`src/soc_misc_pkg.sv`:
```
/*
 * Shared types and constants for the misc register bus slave.
 * Request/response bundles, address decode enums and fixed register values
 * are defined here once and imported by each module that needs them.
 */

package soc_misc_pkg;

	// ------------------------------------------------------------------------
	// bus bundles
	// ------------------------------------------------------------------------

	// one request as queued between the port and the register block
	typedef struct packed {
		logic        write;
		logic [31:0] addr;
		logic [31:0] wdata;
		logic [3:0]  strb;
	} bus_req_t;

	// read data returned through the response port
	typedef struct packed {
		logic [31:0] rdata;
	} bus_rsp_t;

	// ------------------------------------------------------------------------
	// address decode
	// ------------------------------------------------------------------------

	// only the misc value of address bits 31:28 is mapped
	typedef enum logic [3:0] {
		REGION_MISC = 4'h2
	} region_e;

	// register index from address bits 6:2
	typedef enum logic [4:0] {
		REG_LED       = 5'd0,
		REG_BTN       = 5'd1,
		REG_SOC_VER   = 5'd2,
		REG_FLASH_SEL = 5'd13,
		REG_GENIO_IN  = 5'd17,
		REG_GENIO_OUT = 5'd18,
		REG_GENIO_OE  = 5'd19,
		REG_GENIO_W2S = 5'd20,
		REG_GENIO_W2C = 5'd21
	} misc_reg_e;

	// pin widths
	localparam int LED_W   = 16;
	localparam int BTN_W   = 8;
	localparam int GENIO_W = 30;

	localparam logic [31:0] SOC_VERSION    = 32'h0000_8000;
	localparam logic [31:0] BUS_ERROR_DATA = 32'hDEAD_BEEF;

	// upper 24 bits of a flash-select write that request reconfiguration
	localparam logic [23:0] RELOAD_KEY = 24'hD0F1A5;

	// flash-select count starts here and pulses the clock at counts 5..3
	localparam logic [2:0] FSEL_DELAY_START = 3'd7;

endpackage

```
`src/fsel_sequencer.sv`:
```
/*
 * Flash-select sequencing. After a select write the flash mux clock is
 * pulsed after a short delay, and a keyed write then pulls PROGRAMN low.
 */

`timescale 1ns/100ps

module fsel_sequencer (
	input  logic clk48m,
	input  logic rst,
	input  logic strobe_i,
	input  logic reload_i,
	output logic fsel_c_o,
	output logic programn_o
);
	import soc_misc_pkg::*;

	logic [2:0] delay_q;
	logic       reload_pend;

	// ------------------------------------------------------------------------
	// delay counter
	// ------------------------------------------------------------------------

	// give the select flop time to settle before reconfiguration
	always_ff @(posedge clk48m) begin
		if (rst) begin
			delay_q     <= '0;
			reload_pend <= 1'b0;
			programn_o  <= 1'b1;
		end else begin
			if (strobe_i && reload_i) begin
				reload_pend <= 1'b1;
			end
			if (strobe_i) begin
				delay_q <= FSEL_DELAY_START;
			end else if (delay_q != '0) begin
				delay_q <= delay_q - 1'b1;
				// last step of the count, stays low until reset
				if (delay_q == 3'd1 && reload_pend) begin
					programn_o <= 1'b0;
				end
			end
		end
	end

	// clock the select value into the mux at counts 5, 4 and 3
	assign fsel_c_o = (delay_q == 3'd5) || (delay_q == 3'd4) || (delay_q == 3'd3);

endmodule

```
`src/bus_port.sv`:
```
/*
 * Four-phase req/ack front end. A held request is captured, pushed into
 * the request FIFO once there is room, then acknowledged until req drops.
 */

`timescale 1ns/100ps

module bus_port (
	input  logic                    clk48m,
	input  logic                    rst,
	input  logic                    req_i,
	input  soc_misc_pkg::bus_req_t  req_data_i,
	output logic                    ack_o,
	input  logic                    full_i,
	output logic                    push_o,
	output soc_misc_pkg::bus_req_t  push_data_o
);
	import soc_misc_pkg::*;

	typedef enum logic [1:0] {
		ST_IDLE,
		ST_PUSH,
		ST_ACK
	} port_state_e;

	port_state_e state_q;
	bus_req_t    hold_q;

	// control path
	always_ff @(posedge clk48m) begin
		if (rst) begin
			state_q <= ST_IDLE;
			push_o  <= 1'b0;
			ack_o   <= 1'b0;
		end else begin
			push_o <= 1'b0;
			ack_o  <= (state_q == ST_ACK) && req_i;
			case (state_q)
				ST_IDLE: begin
					if (req_i) begin
						state_q <= ST_PUSH;
					end
				end
				ST_PUSH: begin
					// wait here while the queue is full
					if (!full_i) begin
						push_o  <= 1'b1;
						state_q <= ST_ACK;
					end
				end
				ST_ACK: begin
					if (!req_i) begin
						state_q <= ST_IDLE;
					end
				end
				default: state_q <= ST_IDLE;
			endcase
		end
	end

	// request payload, master keeps it stable while req is high
	always_ff @(posedge clk48m) begin
		if (state_q == ST_IDLE && req_i) begin
			hold_q <= req_data_i;
		end
	end

	assign push_data_o = hold_q;

	// push is registered, so room must still exist one cycle after the check
	a_push_not_full: assert property (@(posedge clk48m) disable iff (rst)
		push_o |-> !full_i)
		else $error("push into full request queue");

endmodule

```
`src/req_fifo.sv`:
```
/*
 * Request queue between the bus port and the register block.
 * Circular buffer with a head that is visible one cycle after a push.
 */

`timescale 1ns/100ps

module req_fifo #(
	parameter int FIFO_DEPTH = 4
) (
	input  logic                    clk48m,
	input  logic                    rst,
	input  logic                    push_i,
	input  soc_misc_pkg::bus_req_t  push_data_i,
	output logic                    full_o,
	input  logic                    pop_i,
	output logic                    empty_o,
	output soc_misc_pkg::bus_req_t  head_o
);
	import soc_misc_pkg::*;

	localparam int PTR_W = $clog2(FIFO_DEPTH);
	localparam int CNT_W = PTR_W + 1;

	bus_req_t             mem [FIFO_DEPTH];
	logic [PTR_W-1:0]     wr_ptr;
	logic [PTR_W-1:0]     rd_ptr;
	logic [CNT_W-1:0]     count;

	// ------------------------------------------------------------------------
	// pointers and fill level
	// ------------------------------------------------------------------------

	always_ff @(posedge clk48m) begin
		if (rst) begin
			wr_ptr <= '0;
			rd_ptr <= '0;
			count  <= '0;
		end else begin
			if (push_i) begin
				wr_ptr <= wr_ptr + 1'b1;
			end
			if (pop_i) begin
				rd_ptr <= rd_ptr + 1'b1;
			end
			case ({push_i, pop_i})
				2'b10:   count <= count + 1'b1;
				2'b01:   count <= count - 1'b1;
				default: count <= count;
			endcase
		end
	end

	// storage, depth is a power of two so the pointers wrap by themselves
	always_ff @(posedge clk48m) begin
		if (push_i) begin
			mem[wr_ptr] <= push_data_i;
		end
	end

	assign head_o  = mem[rd_ptr];
	assign empty_o = (count == '0);
	assign full_o  = (count == CNT_W'(FIFO_DEPTH));

	a_no_pop_empty: assert property (@(posedge clk48m) disable iff (rst)
		pop_i |-> !empty_o)
		else $error("pop from empty request queue");

	a_no_push_full: assert property (@(posedge clk48m) disable iff (rst)
		push_i |-> !full_o)
		else $error("push into full request queue");

endmodule

```
`src/misc_regs.sv`:
```
/*
 * Misc register block. Executes queued requests in order, holds the LED,
 * general I/O and flash-select registers, and returns read data through a
 * valid/ready port that stalls execution while a response is not taken.
 */

`timescale 1ns/100ps

module misc_regs (
	input  logic                                 clk48m,
	input  logic                                 rst,
	input  logic                                 empty_i,
	input  soc_misc_pkg::bus_req_t               head_i,
	output logic                                 pop_o,
	output logic                                 rsp_valid_o,
	output soc_misc_pkg::bus_rsp_t               rsp_data_o,
	input  logic                                 rsp_ready_i,
	input  logic [soc_misc_pkg::BTN_W-1:0]       btn_i,
	input  logic [soc_misc_pkg::GENIO_W-1:0]     genio_in_i,
	output logic [soc_misc_pkg::LED_W-1:0]       led_o,
	output logic [soc_misc_pkg::GENIO_W-1:0]     genio_out_o,
	output logic [soc_misc_pkg::GENIO_W-1:0]     genio_oe_o,
	output logic                                 fsel_d_o,
	output logic                                 fsel_c_o,
	output logic                                 programn_o,
	output logic                                 bus_error_o
);
	import soc_misc_pkg::*;

	region_e          region;
	misc_reg_e        reg_idx;
	logic             in_misc;
	logic             wr_en;
	logic [BTN_W-1:0] btn_n;
	logic [31:0]      rd_data;
	logic             fsel_strobe;
	logic             fsel_reload;

	// ------------------------------------------------------------------------
	// decode of the queue head
	// ------------------------------------------------------------------------

	assign region  = region_e'(head_i.addr[31:28]);
	assign reg_idx = misc_reg_e'(head_i.addr[6:2]);
	assign in_misc = (region == REGION_MISC);

	// execute only when no response is left waiting
	assign pop_o = !empty_i && (!rsp_valid_o || rsp_ready_i);
	assign wr_en = pop_o && head_i.write && in_misc && head_i.strb[0];

	// buttons are active low on the board
	assign btn_n = ~btn_i;

	always_comb begin
		rd_data = '0;
		if (!in_misc) begin
			rd_data = BUS_ERROR_DATA;
		end else begin
			case (reg_idx)
				REG_LED:       rd_data = 32'(led_o);
				REG_BTN:       rd_data = 32'(btn_n);
				REG_SOC_VER:   rd_data = SOC_VERSION;
				REG_FLASH_SEL: rd_data = 32'(fsel_d_o);
				REG_GENIO_IN:  rd_data = 32'(genio_in_i);
				REG_GENIO_OUT: rd_data = 32'(genio_out_o);
				REG_GENIO_OE:  rd_data = 32'(genio_oe_o);
				default:       rd_data = '0;
			endcase
		end
	end

	// ------------------------------------------------------------------------
	// register writes
	// ------------------------------------------------------------------------

	always_ff @(posedge clk48m) begin
		if (rst) begin
			led_o       <= '0;
			genio_out_o <= '0;
			genio_oe_o  <= '0;
			fsel_d_o    <= 1'b0;
			fsel_strobe <= 1'b0;
			fsel_reload <= 1'b0;
		end else begin
			fsel_strobe <= 1'b0;
			fsel_reload <= 1'b0;
			if (wr_en) begin
				case (reg_idx)
					REG_LED:       led_o <= head_i.wdata[LED_W-1:0];
					REG_GENIO_OUT: genio_out_o <= head_i.wdata[GENIO_W-1:0];
					REG_GENIO_OE:  genio_oe_o <= head_i.wdata[GENIO_W-1:0];
					REG_GENIO_W2S: genio_out_o <= genio_out_o | head_i.wdata[GENIO_W-1:0];
					REG_GENIO_W2C: genio_out_o <= genio_out_o & ~head_i.wdata[GENIO_W-1:0];
					REG_FLASH_SEL: begin
						fsel_d_o    <= head_i.wdata[0];
						fsel_strobe <= 1'b1;
						fsel_reload <= (head_i.wdata[31:8] == RELOAD_KEY);
					end
					default: ;
				endcase
			end
		end
	end

	// ------------------------------------------------------------------------
	// response port and bus error
	// ------------------------------------------------------------------------

	always_ff @(posedge clk48m) begin
		if (rst) begin
			rsp_valid_o <= 1'b0;
			bus_error_o <= 1'b0;
		end else begin
			bus_error_o <= pop_o && !in_misc;
			if (pop_o && !head_i.write) begin
				rsp_valid_o <= 1'b1;
			end else if (rsp_ready_i) begin
				rsp_valid_o <= 1'b0;
			end
		end
	end

	// read data is captured when the read executes
	always_ff @(posedge clk48m) begin
		if (pop_o && !head_i.write) begin
			rsp_data_o <= bus_rsp_t'(rd_data);
		end
	end

	fsel_sequencer u_fsel_seq (
		.clk48m     (clk48m),
		.rst        (rst),
		.strobe_i   (fsel_strobe),
		.reload_i   (fsel_reload),
		.fsel_c_o   (fsel_c_o),
		.programn_o (programn_o)
	);

	// a stalled response must not change under the consumer
	a_rsp_hold: assert property (@(posedge clk48m) disable iff (rst)
		rsp_valid_o && !rsp_ready_i |=> rsp_valid_o && $stable(rsp_data_o))
		else $error("response changed before it was accepted");

endmodule

```
`src/soc_misc_top.sv`:
```
/*
 * Top level of the misc bus slave. Connects the req/ack port, the request
 * queue and the register block; FIFO_DEPTH sizes the queue.
 */

`timescale 1ns/100ps

module soc_misc_top #(
	parameter int FIFO_DEPTH = 4
) (
	input  logic                                 clk48m,
	input  logic                                 rst,
	input  logic                                 req_i,
	input  soc_misc_pkg::bus_req_t               req_data_i,
	output logic                                 ack_o,
	output logic                                 rsp_valid_o,
	output soc_misc_pkg::bus_rsp_t               rsp_data_o,
	input  logic                                 rsp_ready_i,
	input  logic [soc_misc_pkg::BTN_W-1:0]       btn_i,
	input  logic [soc_misc_pkg::GENIO_W-1:0]     genio_in_i,
	output logic [soc_misc_pkg::LED_W-1:0]       led_o,
	output logic [soc_misc_pkg::GENIO_W-1:0]     genio_out_o,
	output logic [soc_misc_pkg::GENIO_W-1:0]     genio_oe_o,
	output logic                                 fsel_d_o,
	output logic                                 fsel_c_o,
	output logic                                 programn_o,
	output logic                                 bus_error_o
);
	import soc_misc_pkg::*;

	logic     fifo_full;
	logic     fifo_empty;
	logic     push;
	logic     pop;
	bus_req_t push_data;
	bus_req_t head;

	bus_port u_port (
		.clk48m      (clk48m),
		.rst         (rst),
		.req_i       (req_i),
		.req_data_i  (req_data_i),
		.ack_o       (ack_o),
		.full_i      (fifo_full),
		.push_o      (push),
		.push_data_o (push_data)
	);

	req_fifo #(
		.FIFO_DEPTH (FIFO_DEPTH)
	) u_fifo (
		.clk48m      (clk48m),
		.rst         (rst),
		.push_i      (push),
		.push_data_i (push_data),
		.full_o      (fifo_full),
		.pop_i       (pop),
		.empty_o     (fifo_empty),
		.head_o      (head)
	);

	misc_regs u_regs (
		.clk48m      (clk48m),
		.rst         (rst),
		.empty_i     (fifo_empty),
		.head_i      (head),
		.pop_o       (pop),
		.rsp_valid_o (rsp_valid_o),
		.rsp_data_o  (rsp_data_o),
		.rsp_ready_i (rsp_ready_i),
		.btn_i       (btn_i),
		.genio_in_i  (genio_in_i),
		.led_o       (led_o),
		.genio_out_o (genio_out_o),
		.genio_oe_o  (genio_oe_o),
		.fsel_d_o    (fsel_d_o),
		.fsel_c_o    (fsel_c_o),
		.programn_o  (programn_o),
		.bus_error_o (bus_error_o)
	);

endmodule

```
`config.mk`:
```
export PLATFORM = sky130hd
export DESIGN_NAME = soc_misc_top
export DESIGN_NICKNAME = d
export VERILOG_FILES = /design/src/soc_misc_pkg.sv /design/src/fsel_sequencer.sv /design/src/bus_port.sv /design/src/req_fifo.sv /design/src/misc_regs.sv /design/src/soc_misc_top.sv
export SDC_FILE = /design/constraint.sdc
export NUM_CORES = 1
export LEC_CHECK = 0
export ABC_AREA = 1
export BUFFER_PORTS_ARGS = -buffer_cell sky130_fd_sc_hd__buf_2
export CORE_AREA = 3 3 199 152
export CTS_CLUSTER_DIAMETER = 80
export CTS_CLUSTER_SIZE = 10
export DETAILED_ROUTE_END_ITERATION = 16
export DIE_AREA = 0 0 202 155
export PLACE_DENSITY = 0.8
export SLEW_MARGIN = 10
export SYNTH_ARGS = -nofsm -noshare
export SYNTH_HDL_FRONTEND = slang
export SYNTH_SLANG_ARGS = --single-unit
```
`constraint.sdc`:
```
create_clock -name clk48m -period 6.3 [get_ports clk48m]
set_input_delay 1.26 -clock clk48m [delete_from_list [all_inputs] [get_ports clk48m]]
set_output_delay 1.26 -clock clk48m [all_outputs]
set_load 0.05 [all_outputs]
```
Yosys cells after proc, flatten, opt, wreduce, memory -nomap -nowiden

Memories as Yosys holds them, arrays and structs flattened. A register that Yosys moved wholly into a read port is not among the register bits.
Cells that the tools add are included.

Add/sub/neg operators: 5
Eq/ne operators: 22
Mux-type cells: 17
Bitwise gates (word level): 8
Reductions and logical operators: 34

Operators by type and width:

| kind                   | count |
|---|---|
| $pmux W30 S7           | 1 |
| $pmux W30 S3           | 1 |
| $and A30 B30 Y30       | 1 |
| $not A30 Y30           | 1 |
| $or A30 B30 Y30        | 1 |
| $eq A5 B5 Y1 const B   | 5 |
| $eq A24 B24 Y1 const B | 1 |
| $logic_and A1 B1 Y1    | 10 |
| $mux W2                | 5 |
| $eq A3 B3 Y1 const B   | 3 |
| $not A8 Y8             | 1 |
| $reduce_and A2 Y1      | 4 |
| $mux W1                | 6 |
| $mux W3                | 2 |
| $ne A2 B2 Y1 const B   | 3 |
| $pmux W2 S3            | 1 |
| $pmux W3 S2            | 1 |
| $reduce_and A3 Y1      | 2 |
| $reduce_bool A2 Y1     | 3 |
| $reduce_bool A3 Y1     | 2 |
| $sub A3 B1 Y3 const B  | 2 |
| $eq A5 B1 Y1 const B   | 1 |
| $eq A5 B2 Y1 const B   | 1 |
| $eq A5 B4 Y1 const B   | 1 |
| other kinds (15)       | 27 |

Flip-flop bits (word level): 198
Memory bits (writable): 276
Memories: 1

Memories:

| name       | words | bits a word | read ports | clocked after Yosys merged registers in | write ports | line           | text |
|---|---|---|---|---|---|---|---|
| u_fifo.mem | 4     | 69          | 1          | 1                                       | 1           | req_fifo.sv:25 | `bus_req_t mem [FIFO_DEPTH];` |

Logic depth before layout (Yosys ltp)

Gate-level depths: netlist of the first run.

Depth after elaboration: 8
Mapped depth: 15
Gate-level depth less buffers: 12

Hierarchy

A second synthesis of the first run with hierarchy kept.

Cells, all modules: 1732
Area, all modules: 19122.1 um^2

Modules (own cells, without submodules):

| module         | instances | cells each | area each (um^2) | seq. area each (um^2) |
|---|---|---|---|---|
| req_fifo       | 1         | 725        | 10681.5          | 8468.1 |
| misc_regs      | 1         | 884        | 5958.2           | 2552.4 |
| bus_port       | 1         | 87         | 2210.9           | 2152.1 |
| fsel_sequencer | 1         | 36         | 271.5            | 100.1 |

Least setup slack after synthesis of the first run

Ideal clock, no wire load.

Path kind: input to register
Start point: input port req_i
End point: register u_port.hold_q (netlist bit u_port.push_data_o[0]), enable pin
Setup time: 0.446 ns
Arrival time: 3.157 ns
Data required time: 5.854 ns
Slack: 2.697 ns
Stages on the path: 2
Buffers on the path: 0
Cell sequence: nand2_1 -> nor2_1

Word-level cells in the longest chain between the ends: 1

RTL lines:

| element                | line               | text |
|---|---|---|
| start: declaration     | soc_misc_top.sv:13 | `input logic req_i,` |
| $logic_and A1 B1 Y1    | bus_port.sv:63     | `if (state_q == ST_IDLE && req_i) begin` |
| end signal: assignment | bus_port.sv:64     | `hold_q <= req_data_i;` |
| end: declaration       | bus_port.sv:27     | `bus_req_t hold_q;` |

Every way passes these cells.
A chain may end at the register's enable or synchronous reset.

==> results.txt, run 1 <==
Once the floorplan was initialized, standard cells occupied 52.4% of the core. The routed length per instance came out at 18.3 um. The placeable core area is 28200 sq um. The number of buffers added for setup after CTS is 0. The overall overflow remaining after global route came out at 0. The die covers 31300 sq um.

The most critical setup path has its endpoint at u_regs.genio_out_o[17]. The cell area that synthesis handed to floorplanning was 14800 sq um. The minimum setup slack after placement came out at 2.56 ns. The critical-path cell with the highest stage delay is sky130_fd_sc_hd__nand2_1. The leakage power came out at 6.97 nW.

The minimum clock period after layout came out at 3.70 ns. The min-delay analysis places its worst path in the category reg2reg. The repair_antennas step left the layout with diodes totalling 0. The post-synthesis cell count came out at 1545. The count of nets left with antenna violations after detail routing came out at 0.

The total routing usage reported by global routing came out at 24.2%. The logic depth of the worst register-to-register path came out at 9. In this run, post-CTS hold repair placed 0 buffers. The number of pins exceeding their max-slew limit in the final report came out at 0. Broken down by cell family, the worst path's largest delay share belongs to simple AND/OR/NAND/NOR gates.

The number of global-route vias before repair came out at 10800. The final layout contains routed wiring with a total length of 39.0 mm. The routed via count divided by cell count is 5.49.

The worst register-to-register path ends at u_regs.genio_out_o[17]. The number of antenna violations at the first check in global routing came out at 0. The total non-filler cell area in the finished layout is 17000 sq um. The worst setup path is captured at a register. STA puts the critical path data arrival time at 4.08 ns. The wire length of the first global-routing pass came out at 59.7 mm. Yosys attributes the largest share of cell area to sky130_fd_sc_hd__edfxtp_1, sky130_fd_sc_hd__dfxtp_1, sky130_fd_sc_hd__nand2_1, sky130_fd_sc_hd__nand3_1, sky130_fd_sc_hd__nor2_1. The transition time of the tightest slew-check pin is 1.22 ns. The congestion estimate from routability-driven global placement came to 0.865. The count of boundary I/O pins came out at 225. The sum of negative setup slack is 0 ns. The count of endpoints failing setup in the final report came out at 0. The final count of hold timing violations came out at 0.

The count of cells in the finished layout, fillers not included, comes to 2125. The total power after layout is 6.89 mW. IR analysis of the VDD net gives a maximum drop of 193 uV. The remaining routing DRC violations came out at 0. Gates resized during post-CTS repair numbered 0.

After legalization and detailed placement, the total HPWL measured 26.0 mm. After clock tree synthesis, the clock-pin slew on the worst setup and hold paths is 0.05 ns. The fraction of synthesized cell area taken by the top area cell type is 50.0%. The maximum single-stage delay on the critical path came out at 0.72 ns. The power density over the cells came out at 404 nW/um^2. In this run the cell area measured after placement is 15900 sq um. Setup repair after global routing left no endpoint under its margin. A synthesized cell averages 9.56 sq um. Walking the worst path, the cells encountered are inv_6 -> nand2_2 -> nand3_2 -> nand2_2 -> nand3_4 -> nand2_1 -> nand2_1 -> nand2_1 -> a21oi_1. The library cells used most frequently in the layout, excluding fill and tap cells, are sky130_fd_sc_hd__nand2_1, sky130_fd_sc_hd__edfxtp_1, sky130_fd_sc_hd__buf_2, sky130_fd_sc_hd__nor2_1, sky130_fd_sc_hd__nand3_1. The post-synthesis cell type with the largest combined area is sky130_fd_sc_hd__edfxtp_1. Compared with the post-synthesis result, the final layout area differs by 15.3%. The number of maximum-capacitance violations came out at 0. The worst-case register-to-register setup slack is 2.60 ns. The detailed router finished its first iteration with 1350 violations. The synthesized net count came out at 1666. The least setup slack across all paths after layout came out at 2.60 ns.

The cell depth of the worst setup path came out at 9. The portion of the post-synthesis area used by sequential elements is 63.4%. The height of the die came out at 155 um. The synthesized flop and latch total came out at 345. The number of H-tree branching levels is 2.

The number of cell rows is 53. The critical path in this run is classified as reg2reg. The pin count of the biggest net entering global routing is 79. The number of nets in the layout came out at 1841. The pre-antenna-repair detailed-routing pass consisted of 6 iterations. For the worst-skew pair, the clock arrives at the later sink with an insertion delay of 0.54 ns. The run finished with clean final reports. The fraction of final layout cells with drive strength greater than 1 came out at 16.8%. The clock root buffer master is sky130_fd_sc_hd__clkbuf_16. The quantity of I/O buffers inserted on ports came out at 198. The count of warnings emitted by yosys came out at 0.

The largest buffer count on any clock path came out at 3. In the finished design, the share of the clock period the worst path needs comes to 58.7%. The CTS tree is built.

The worst setup path is launched from a register. The count of vias placed by the detailed router is 11700. The worst setup skew after layout came out at 0.0170 ns. The maximum fanout count along the critical path is 78. The most used cell along the critical path is sky130_fd_sc_hd__nand2_1. The number of buffers added by the clock tree synthesis step is 40. The count of placed standard cells including taps is 2063.

The overall die width is 202 um. For this design, the sink count on the clock tree is 345. The post-synthesis cell type count is 36.

Data on the critical path is required at its endpoint by 6.68 ns. Leaving out fill and tap cells, the most frequent cell in the layout is sky130_fd_sc_hd__nand2_1. Together, buffers and inverters on the worst path number 1.

The normalized max-slew margin came out at 18.6%. The highest clock frequency the design can meet is 271 MHz.
==> registers in the layout (all words and copies together) (netlist names), named ones only <==
signal and cells:
u_fifo.mem 172, u_port.push_data_o 43, u_regs.rsp_data_o 31, u_regs.genio_oe_o 30
u_regs.genio_out_o 30, u_regs.led_o 16, u_fifo.count 3, u_regs.u_fsel_seq.delay_q 3
u_fifo.rd_ptr 2, u_fifo.wr_ptr 2, u_port.state_q 2, u_port.ack_o 1
u_port.push_o 1, u_regs.bus_error_o 1, u_regs.fsel_d_o 1, u_regs.fsel_reload 1
u_regs.fsel_strobe 1, u_regs.rsp_valid_o 1, u_regs.u_fsel_seq.programn_o 1, u_regs.u_fsel_seq.reload_pend 1
==> kinds of logic after synthesis <==
group           count (synthesis)  synth area share [%]
simple gates                  848                  24.3
flops                         345                  63.4
buf+inv                       204                  6.28
compound gates                138                  5.08
fa+ha+maj                      10                 0.898
==> cell usage after synthesis, drive strengths merged <==
cell / number
inv: 128
nand2: 438
ha: 9
nor2: 199
o21bai: 1
nand3b: 3
o211ai: 3
dfxtp: 99
a21oi: 46
o2111ai: 9
a31oi: 1
nand3: 194
nand4: 7
clkbuf: 21
o21ai: 78
edfxtp: 246
buf: 55
fa: 1
nor3: 7
==> how the worst min path moves through the flow <==
stage	start	end	slack (ns)	depth (start not counted)
after floorplan	u_regs.fsel_reload	u_regs.u_fsel_seq.reload_pend	0.43	2
after global placement	u_regs.fsel_reload	u_regs.u_fsel_seq.reload_pend	0.44	2
after detailed placement	u_regs.fsel_reload	u_regs.u_fsel_seq.reload_pend	0.46	2
after CTS	u_regs.u_fsel_seq.programn_o	u_regs.u_fsel_seq.programn_o	0.46	2
after global routing	u_regs.u_fsel_seq.programn_o	u_regs.u_fsel_seq.programn_o	0.49	2
final	u_regs.u_fsel_seq.programn_o	u_regs.u_fsel_seq.programn_o	0.46	2
==> worst register-to-register path, delay by kind of cell, from the launching register on <==
kind | cells | cell delay (ns)
simple gates | 7 | 2.53
buf+inv | 1 | 0.32
flops | 1 | 0.59
compound gates | 1 | 0.10
==> metrics by stage <==
stage	hold WS [ns]	utilization, %
after floorplan	0.435	-
after global placement	0.445	56.5
after detailed placement	0.455	56.5
after CTS	0.464	60.5
after global routing	0.489	60.5
final	0.464	60.5
==> area by class of cell <==
class | count | area, sq um
clock buffers | 58 | 1070
clock inverters | 4 | 55.1
fillers | 2271 | 11100
inverters | 128 | 493
multi-input cells | 996 | 4500
flip-flops and latches | 345 | 9370
well taps | 385 | 482
repair buffers | 209 | 1070
==> per-layer routing <==
metal	vias up	part of all wire, %	track usage, %
met4	0	2.0	6.57
met5	-	0	0
met2	654	44	36.9
met1	5476	44	36.1
met3	60	10	4.48
li1	5472	-	-
==> report_power, final <==
part | leakage [nW] | total, mW | internal (mW) | switching (mW)
sequential | 3.03 | 2.74 | 2.65 | 0.0931
combinational | 3.41 | 2.11 | 0.484 | 1.63
clock | 0.535 | 2.03 | 1.17 | 0.860
total | 6.97 | 6.89 | 4.31 | 2.58
(Power assumes the default switching activity.)
==> run 2, diff against run 1 <==
- clock period: 6.3 -> 3.71 ns (I/O delays scaled with it)
==> run 2 against run 1 <==
  * Sequential power rose by 70%
  * Wire length up 0.51%
  * Utilization is 0.54 points higher
  * Fmax up 32%
  * Power is 71% higher
  * Combinational power rose by 74%
  * Count of clock-buffer cells in the layout is 2 higher
  * Cell area grew 0.90%
  * Via count rose by 0.72%
  * Largest power group unchanged
==> results.txt, run 2 (synthesized netlist as in run 1, its figures left out) <==
The post-CTS resize count came out at 0 (unchanged). The register with the most flip-flops in the final layout is u_fifo.mem. The count of endpoints failing setup in the final report was 0 (unchanged). The least setup slack across all paths after layout came out at 0.917 ns (-1.69 ns). The starting utilization of the core area came to 52.4% (unchanged).

The number of global-route vias before repair is 11000 (+1.6%). The minimum clock period after layout is 2.79 ns (-0.902 ns). The number of maximum-capacitance violations is 0 (unchanged). The endpoint of the lowest-slack register-to-register path is u_regs.genio_out_o[18]. The total of fill cells in the finished design was 2275 (+0.18%). The placed wire-length estimate after detailed placement came out at 26.7 mm (+2.7%). The count of nets left with antenna violations after detail routing came out at 0 (unchanged). The overall overflow remaining after global route is 0 (unchanged). The critical path goes through buf_4 -> nor2_1 -> nand3_1 -> nand3_2 -> nand2_4 -> inv_4 -> nand2_4 -> inv_1 -> nand2_1 -> buf_4 -> nand2_1 -> a21oi_1. The path type of the worst setup path is reg2reg. The height of the die is 155 um (unchanged).

The normalized max-slew margin came out at 43.2% (+25 points). The wire length of the first global-routing pass came out at 60.4 mm (+1.2%). The clock latency on the worst-skew pair is 0.54 ns (about the same). The met2 demand-to-capacity share in global routing is 37.8% (+0.94 points). The transition time of the tightest slew-check pin is 0.850 ns (-0.369 ns). The clock sink total came out at 345 (unchanged). The quantity of I/O buffers inserted on ports is 198 (unchanged). Among all stages on the critical path, the largest delay is contributed by sky130_fd_sc_hd__dfxtp_2. The routed via count divided by cell count was 5.48 (-0.13%). The highest clock frequency the design can meet is 358 MHz (+32%). The tightest min-delay check is of the in2reg type. The count of placed standard cells including taps was 2079 (+0.78%).

The total routing usage reported by global routing is 24.5% (+0.22 points). In the layout the commonest cells are sky130_fd_sc_hd__nand2_1, sky130_fd_sc_hd__edfxtp_1, sky130_fd_sc_hd__buf_2, sky130_fd_sc_hd__nor2_1, sky130_fd_sc_hd__nand3_1. The maximum single-stage delay on the critical path came out at 0.61 ns (-0.11 ns). The final standard cell count with taps included and fillers excluded is 2143 (+0.85%). The first-pass iteration count of the detailed router is 5 (-1). The worst-case register-to-register setup slack was 0.92 ns (-1.69 ns).

The busiest layer in global routing is met2. The floorplan die area came out at 31300 sq um (unchanged). The number of flip-flops in the largest register came out at 172 (unchanged). The number of antenna violations at the first check in global routing came out at 1 (+1). The largest buffer count on any clock path was 3 (unchanged). The sum of negative setup slack is 0 ns (unchanged). The power density over the cells is 687 nW/um^2 (+70%). The final clock period utilization by the worst path came out at 75.3% (+17 points). The total inserted antenna cells is 0 (unchanged). The number of H-tree branching levels came out at 2 (unchanged).

The pin count of the biggest net entering global routing was 58 (-27%). The synthesis-to-finish area growth is 16.3%. The data arrival time at the worst-slack endpoint came to 3.25 ns (-0.83 ns). Leaving out fill and tap cells, the most frequent cell in the layout is sky130_fd_sc_hd__nand2_1. The clock root buffer master is sky130_fd_sc_hd__clkbuf_16. The count of vias placed by the detailed router is 11700 (+0.72%). The number of buffers inserted for hold repair after clock tree synthesis is 0 (unchanged). TritonCTS built the clock tree. The number of design-rule violations left by the first detailed-router iteration came out at 1387 (+2.7%).

The number of buffers added for setup after CTS came to 0 (unchanged). The overall die width came out at 202 um (unchanged). The worst setup skew after layout came out at 0.0213 ns (+0.00424 ns). The maximum fanout count along the critical path was 40 (-49%). The highest ir drop seen on vdd came to 343 uV (+77%). The placeable core area came out at 28200 sq um (unchanged).

The met1 demand-to-capacity share in global routing came out at 35.3% (-0.74 points). The number of pins exceeding their max-slew limit in the final report came to 0 (unchanged). The flow ran to the end, and the final reports show no timing, DRC or antenna violations. The fraction of final layout cells with drive strength greater than 1 came out at 17.6% (+0.74 points).

The worst endpoint required time came out at 4.17 ns (-2.51 ns). The number of cell rows is 53 (unchanged). STA classifies the critical path startpoint as a register.

The number of buffers added by the clock tree synthesis step came out at 40 (unchanged). The final wirelength is 39.2 mm (+0.51%). The count of boundary I/O pins is 225 (unchanged). Following the worst setup path forward leads to its endpoint at u_regs.genio_out_o[18].

Setup repair after global routing left no endpoint under its margin. The minimum setup slack after placement is 0.965 ns (-1.60 ns). The worst setup path is captured at a register. The routed length per instance is 18.3 um (-0.33%). The leakage power is 7.06 nW (+1.2%). The number of nets in the layout is 1857 (+0.87%). The routability congestion estimate from global placement came out at 0.860 (-0.64%).

The clock transition at the register clock pins on the worst setup and hold paths after CTS came out at 0.06 ns (about the same). The met3 usage is 4.60% (+0.13 points). The final count of hold timing violations came out at 0 (unchanged).

The total power after layout came to 11.8 mW (+71%). The remaining routing DRC violations came out at 0 (unchanged). The logic depth of the worst register-to-register path is 12 (+3).
==> run 2: changes by cell type in the layout (fill, tap and decap cells not counted) <==
cell,before,now
sky130_fd_sc_hd__buf_4,11,25
sky130_fd_sc_hd__buf_12,0,2
sky130_fd_sc_hd__clkbuf_1,18,20
==> run 2: worst min-delay path by stage <==
| stage | slack, ns | depth (start not counted) | startpoint | to |
|---|---|---|---|---|
| floorplan | 0.43 | 2 | u_regs.fsel_reload | u_regs.u_fsel_seq.reload_pend |
| global placement | 0.45 | 2 | u_regs.fsel_reload | u_regs.u_fsel_seq.reload_pend |
| detailed placement | 0.45 | 2 | u_regs.u_fsel_seq.programn_o | u_regs.u_fsel_seq.programn_o |
| CTS | 0.37 | 1 | req_data_i[66] | u_port.push_data_o[66] |
| global route | 0.37 | 1 | req_data_i[39] | u_port.push_data_o[39] |
| finish | 0.39 | 1 | req_data_i[66] | u_port.push_data_o[66] |
==> run 2: area by class of cell <==
class                           instances  area, sq um  share of cell area [%]
Clock buffer                           60         1080                    6.26
Clock inverter                          4         55.1                   0.320
Inverter                              128          493                    2.87
Multi-Input combinational cell        996         4500                    26.2
Sequential cell                       345         9370                    54.5
Tap cell                              385          482                    2.80
Timing Repair Buffer                  225         1220                    7.09
==> run 2: layer usage <==
layer	share of wire, %	vias to the layer above	wire length, um
li1	-	5504	-
met1	43	5481	16700
met2	44	683	17200
met3	11	76	4170
met4	2.9	2	1130
met5	0.018	-	7
==> run 2: through the flow <==
step | cell area (sq um) | hold slack [ns] | utilization (%)
2_1_floorplan | 14800 | 0.435 | -
3_3_place_gp | 16100 | 0.449 | 57.0
3_5_place_dp | 16100 | 0.454 | 57.0
4_1_cts | 17200 | 0.374 | 61.0
5_1_grt | 17200 | 0.369 | 61.0
6_report | 17200 | 0.393 | 61.0
==> run 2: critical path, delay by kind of cell (launching register included) <==
| family | cells | cell delay [ns] |
|---|---|---|
| AOI/OAI and AO/OA | 1 | 0.17 |
| buffers and inverters | 4 | 0.93 |
| DFF | 1 | 0.61 |
| and+or+nand+nor | 7 | 0.96 |
==> run 2: report_power, final <==
group          switching [mW]  leakage [nW]  internal (mW)  total, mW
Combinational            2.79          3.49          0.887       3.68
Clock                    1.47         0.537           2.00       3.47
Sequential              0.163          3.03           4.50       4.66
Total                    4.42          7.06           7.38       11.8
